<file path="config.mk">
export PLATFORM = sky130hd
export DESIGN_NAME = rob_alloc
export DESIGN_NICKNAME = d
export VERILOG_FILES = /design/src/common/rob_retire_pkg.sv /design/src/rob/rob_alloc.sv
export VERILOG_INCLUDE_DIRS = /design/src /design/src/common
export SDC_FILE = /design/constraint.sdc
export NUM_CORES = 1
export LEC_CHECK = 0
export CORE_AREA = 8 8 78 80
export CTS_CLUSTER_DIAMETER = 50
export DETAILED_ROUTE_END_ITERATION = 10
export DIE_AREA = 0 0 86 88
export DONT_BUFFER_PORTS = 1
export SYNTH_ARGS = -nofsm -noshare
export SYNTH_HDL_FRONTEND = slang
export SYNTH_SLANG_ARGS = --single-unit
export TNS_END_PERCENT = 1
</file>
<file path="constraint.sdc">
create_clock -name clk_i -period 4.1 [get_ports clk_i]
set_input_delay 0 -clock clk_i [delete_from_list [all_inputs] [get_ports clk_i]]
set_output_delay 0 -clock clk_i [all_outputs]
set_load 0.05 [all_outputs]
</file>
<file path="src/common/rob_retire_config.svh">
`ifndef ROB_RETIRE_CONFIG_SVH
`define ROB_RETIRE_CONFIG_SVH

// reorder buffer sizing
// slot count must stay a power of two, the pointers wrap modulo ROB_NUM
`define ROB_NUM 32

// slot index width, log2 of ROB_NUM
`define ROB_SEL 5

// architectural register index width
`define REG_SEL 5

// instruction and branch target address width
`define ADDR_LEN 32

// global history length for gshare
// also the width of the table index
`define GSH_BHR_LEN 10

// pattern history table entries, 2**GSH_BHR_LEN
`define PHT_NUM 1024

`endif

</file>
<file path="src/common/rob_retire_pkg.sv">
`default_nettype none
`include "rob_retire_config.svh"

package rob_retire_pkg;

    // slot index into the reorder buffer
    typedef logic [`ROB_SEL-1:0] rob_idx_t;

    // architectural register index
    typedef logic [`REG_SEL-1:0] reg_idx_t;

    // instruction address
    typedef logic [`ADDR_LEN-1:0] addr_t;

    // global history snapshot taken at fetch
    typedef logic [`GSH_BHR_LEN-1:0] bhr_t;

    // one dispatched instruction
    typedef struct packed {
        logic     valid;
        addr_t    pc;
        logic     store;
        logic     dst_valid;
        reg_idx_t dst;
        logic     branch;
        bhr_t     bhr;
    } disp_req_t;

    // completion pulse from an alu, mul or ldst unit
    typedef struct packed {
        logic     valid;
        rob_idx_t idx;
    } fin_t;

    // completion pulse from the branch unit, with resolved outcome
    typedef struct packed {
        logic     valid;
        rob_idx_t idx;
        logic     taken;
        addr_t    target;
    } br_fin_t;

    // one retire lane toward the architectural register file
    typedef struct packed {
        logic     retired;
        logic     we;
        reg_idx_t dst;
    } retire_t;

    // retired branch, used to train the predictor
    typedef struct packed {
        logic  valid;
        addr_t pc;
        bhr_t  bhr;
        logic  taken;
        addr_t target;
    } br_retire_t;

endpackage

`default_nettype wire

</file>
<file path="src/rob/rob_alloc.sv">
`timescale 1ns/10ps
`default_nettype none
`include "rob_retire_config.svh"

module rob_alloc (
    input  wire                            clk_i,
    input  wire                            reset_i,
    input  wire rob_retire_pkg::disp_req_t dp1_i,
    input  wire rob_retire_pkg::disp_req_t dp2_i,
    input  wire [1:0]                      comnum_i,
    output rob_retire_pkg::disp_req_t      alloc1_o,
    output rob_retire_pkg::disp_req_t      alloc2_o,
    output rob_retire_pkg::rob_idx_t       alloc1_idx_o,
    output rob_retire_pkg::rob_idx_t       alloc2_idx_o,
    output logic                           disp_ready_o
);

    // next free slot, oldest-to-youngest order
    rob_retire_pkg::rob_idx_t disp_ptr;

    // occupied slots, 0 to ROB_NUM inclusive so one extra bit
    logic [`ROB_SEL:0] occ;
    logic [`ROB_SEL:0] free_num;

    // accepted dispatches this cycle, 0 to 2
    logic [1:0] acc_num;

    // wide sums for the modulo wrap
    logic [`ROB_SEL:0] ptr_sum;
    logic [`ROB_SEL:0] ptr_plus1;

    assign free_num = (`ROB_SEL+1)'(`ROB_NUM) - occ;

    // need room for a full pair, even if only one is offered
    assign disp_ready_o = (free_num >= (`ROB_SEL+1)'(2));

    always_comb begin
        alloc1_o       = dp1_i;
        alloc1_o.valid = dp1_i.valid & disp_ready_o;
        alloc2_o       = dp2_i;
        // second lane only rides along with the first
        alloc2_o.valid = dp2_i.valid & dp1_i.valid & disp_ready_o;
    end

    assign acc_num = {1'b0, alloc1_o.valid} + {1'b0, alloc2_o.valid};

    // slots are consecutive from the dispatch pointer
    assign ptr_plus1    = {1'b0, disp_ptr} + (`ROB_SEL+1)'(1);
    assign alloc1_idx_o = disp_ptr;
    assign alloc2_idx_o = rob_retire_pkg::rob_idx_t'(ptr_plus1 % `ROB_NUM);

    assign ptr_sum = {1'b0, disp_ptr} + {{(`ROB_SEL-1){1'b0}}, acc_num};

    always_ff @(posedge clk_i) begin
        if (reset_i) begin
            disp_ptr <= '0;
            occ      <= '0;
        end else begin
            disp_ptr <= rob_retire_pkg::rob_idx_t'(ptr_sum % `ROB_NUM);
            // add what went in, drop what retired
            occ <= occ + {{(`ROB_SEL-1){1'b0}}, acc_num}
                       - {{(`ROB_SEL-1){1'b0}}, comnum_i};
        end
    end

    // buffer never overfills, ties ready level to the retire count
    assert property (@(posedge clk_i) disable iff (reset_i)
        occ <= (`ROB_SEL+1)'(`ROB_NUM))
        else $error("rob_alloc: occupancy above ROB_NUM");

    // retire can only drain slots that were handed out
    assert property (@(posedge clk_i) disable iff (reset_i)
        {{(`ROB_SEL-1){1'b0}}, comnum_i} <= occ)
        else $error("rob_alloc: retire count exceeds occupancy");

endmodule

`default_nettype wire

</file>
==> flow_metrics.tcl <==
set metrics [dict create \
    hold_path.class "in -> out" \
    rows 26 \
    synth-seq-cells 11 \
    start_util 0.3240 \
    grt_usage 0.06710 \
    p_clk_frac 0.132 \
    cts_tree "yes" \
    clockRootBuffer "clkbuf_8" \
    io_pins 219 \
    cts_resized 0 \
    antenna_found_initial 0 \
    dr.first_iter.drc_count 30 \
    multi_input_area_um2 568.0 \
    yosys.area.top_type_share 0.4717 \
    synth_area_mm2 0.001592 \
    dieWidth_um 86 \
    drv_cap 0 \
    place_ws_ns 0.6410 \
    power-per-cell-area_mw_per_mm2 814.3 \
    critical_path_arrival_ns 3.58 \
    setup_viol 0 \
    start_kind "flip-flop" \
    synth_edf_count 0 \
    layout-drive-gt1-share 0.1053 \
    post_drt_wl_per_cell_um 14.67 \
    clk_path_buf_depth 2 \
    fin_tns_setup_ns 0 \
    p_sw_mw 0.3933 \
    syn_area_per_cell_um2 8.421 \
    rsz0062_at_grt "false" \
    grt_max_degree 12 \
    nets 219 \
    finalCritPeriodShare 0.8460 \
    relSlewSlack 0.2567 \
    io_buffers 0 \
    die_y_um 88 \
    maxSlewViolCount 0 \
    grt_pass1_wl_mm 3.857 \
    register_area_um2 220.2 \
    h-tree-depth 1 \
    cts_setup_buffers 0 \
    r2r_slack_ns 0.63 \
    grt_pass1_vias 758 \
    outcome "finished, final reports clean" \
    design.core.area_mm2 0.004912 \
    cts_buffers 3 \
    async_reset_ff_frac 0 \
    diodes 0 \
    ys_seq_area_frac 0.1384 \
    p_sw_frac 0.4856 \
    ant_nets 0 \
    num_vias 699 \
    synth_area_leaders "buf_4, dfxtp_1, ha_1" \
    p_leak_nw 0.4385 \
    clock_sinks 11 \
    gp_congestion 0.6983 \
    area_growth_syn_to_layout_pct -37.50 \
    synth_top_area_cell "buf_4" \
    drc_errors 0 \
    peakVddDrop_mv 0.1702 \
    dr.pass1.iters 2 \
    path_max_fanout 5 \
    finalHoldViolCount 0 \
    clk_pin_slew_worst_paths_ns 0.05 \
    p_seq_frac 0.286 \
    critPathKind "reg -> reg" \
    syn-num-nets 312 \
    viasPerCell 4.236 \
    syn_inst 189 \
    netlist-cell-type-count 24 \
    synth_ff_type "dfxtp_1" \
    intPower_mw 0.4167 \
    period_minus_slack_ns 3.469 \
    finalWirelength_mm 2.420 \
    fin_worst_skew_ns 0.0003232 \
    dpl.hpwl_mm 1.980 \
    crit_path_end_kind "flip-flop" \
    cp.required_ns 4.21 \
    setup_slack_ns 0.6312 \
    worst_slew_pin_slew_ns 1.107 \
    fmax_mhz 288.3 \
    n_fill_cell 543 \
    yosysWarnings 0 \
    pwr-share-comb 0.582 \
    design.die.area_mm2 0.007568 \
    insertion_delay_ns 0.23 \
    overflow 0 \
]
-- cells by family after synthesis --
group,Yosys count,synth area share
buf+inv,114,0.5047
simple gates,26,0.1046
fa+ha+maj,17,0.1478
xor+xnor,13,0.07154
flops,11,0.1384
compound gates,8,0.03302
-- worst paths after layout --
check,startpoint,end,cells after the start
max,occ[2],occ[4],15
min,dp1_i[6],alloc1_o[6],0
max reg2reg,occ[2],occ[4],15
min reg2reg,occ[5],occ[5],3
-- layout make-up --
cell class,instances,area share
Multi-Input combinational cell,64,0.5711
Inverter,13,0.04906
Timing Repair Buffer,3,0.02516
Sequential cell,11,0.2214
Clock buffer,4,0.04528
Tap cell,70,0.08805
-- per-layer routing --
layer	track usage	routed length (um)	up-vias
met2	0.08118	967	66
met4	0.1322	376	0
li1	-	-	301
met1	0.05860	754	282
met5	0	0	-
met3	0.03377	321	50
-- state kept, by name, indices dropped and copies added, names as in the netlist --
register	count
occ	6
alloc1_idx_o	5
-- placed cells by master, fill, tap and decap left out, types with 3 or more instances in the layout --
master and count:
dfxtp_1 11, a21oi_1 3, xor2_1 5, fa_1 3, nor2_1 8, ha_1 14, inv_1 13, xnor2_1 8
clkbuf_8 3, nor2b_1 6, nand3_1 4
-- what timing repair did --
item,in CTS,in global routing
endpoints found under the hold margin,11,0
endpoints found under the setup margin,0,0
hold buffers,1,0
-- critical path, stage by stage, from the launching register on --
cell and delay (ns):
dfxtp_1 0.43, inv_1 0.11, ha_1 0.22, xor2_1 0.16, a31o_2 0.25, nand4_2 0.09, and2_2 0.33, ha_1 0.28
inv_1 0.07, fa_1 0.49, inv_1 0.07, fa_1 0.45, a21oi_1 0.14, o21bai_1 0.09, xor2_1 0.13, nor2_1 0.05
-- power by group through the flow --
stage / sequential (mW) / combinational [mW] / clock [mW]
after floorplan: 0.221 / 0.668 / 0
after global placement: 0.234 / 0.469 / 0
after detailed placement: 0.235 / 0.472 / 0
after CTS: 0.234 / 0.480 / 0.110
after global routing: 0.242 / 0.540 / 0.116
final: 0.231 / 0.472 / 0.107
-- metrics by stage --
| step | utilization | hold slack (ns) | instances | power, mW | instance area (um^2) |
|---|---|---|---|---|---|
| floorplan | - | 0.07161 | 189 | 0.8886 | 1592 |
| global placement | 0.1913 | 0.0003409 | 160 | 0.7028 | 939.7 |
| detailed placement | 0.1913 | 0.0003409 | 160 | 0.7070 | 939.7 |
| CTS | 0.2025 | 0.0003409 | 165 | 0.8245 | 994.7 |
| global route | 0.2025 | 0.00007182 | 165 | 0.8976 | 994.7 |
| finish | 0.2025 | 0.00001711 | 165 | 0.8100 | 994.7 |
-- synth_stat cells (all sizes together), types with 3 or more instances --
library cell / n
nand3: 4
ha: 14
buf: 100
xnor2: 8
inv: 13
dfxtp: 11
fa: 3
nor2b: 6
a21oi: 3
xor2: 5
nor2: 8
Note: power is estimated with default switching activity, not from simulation.
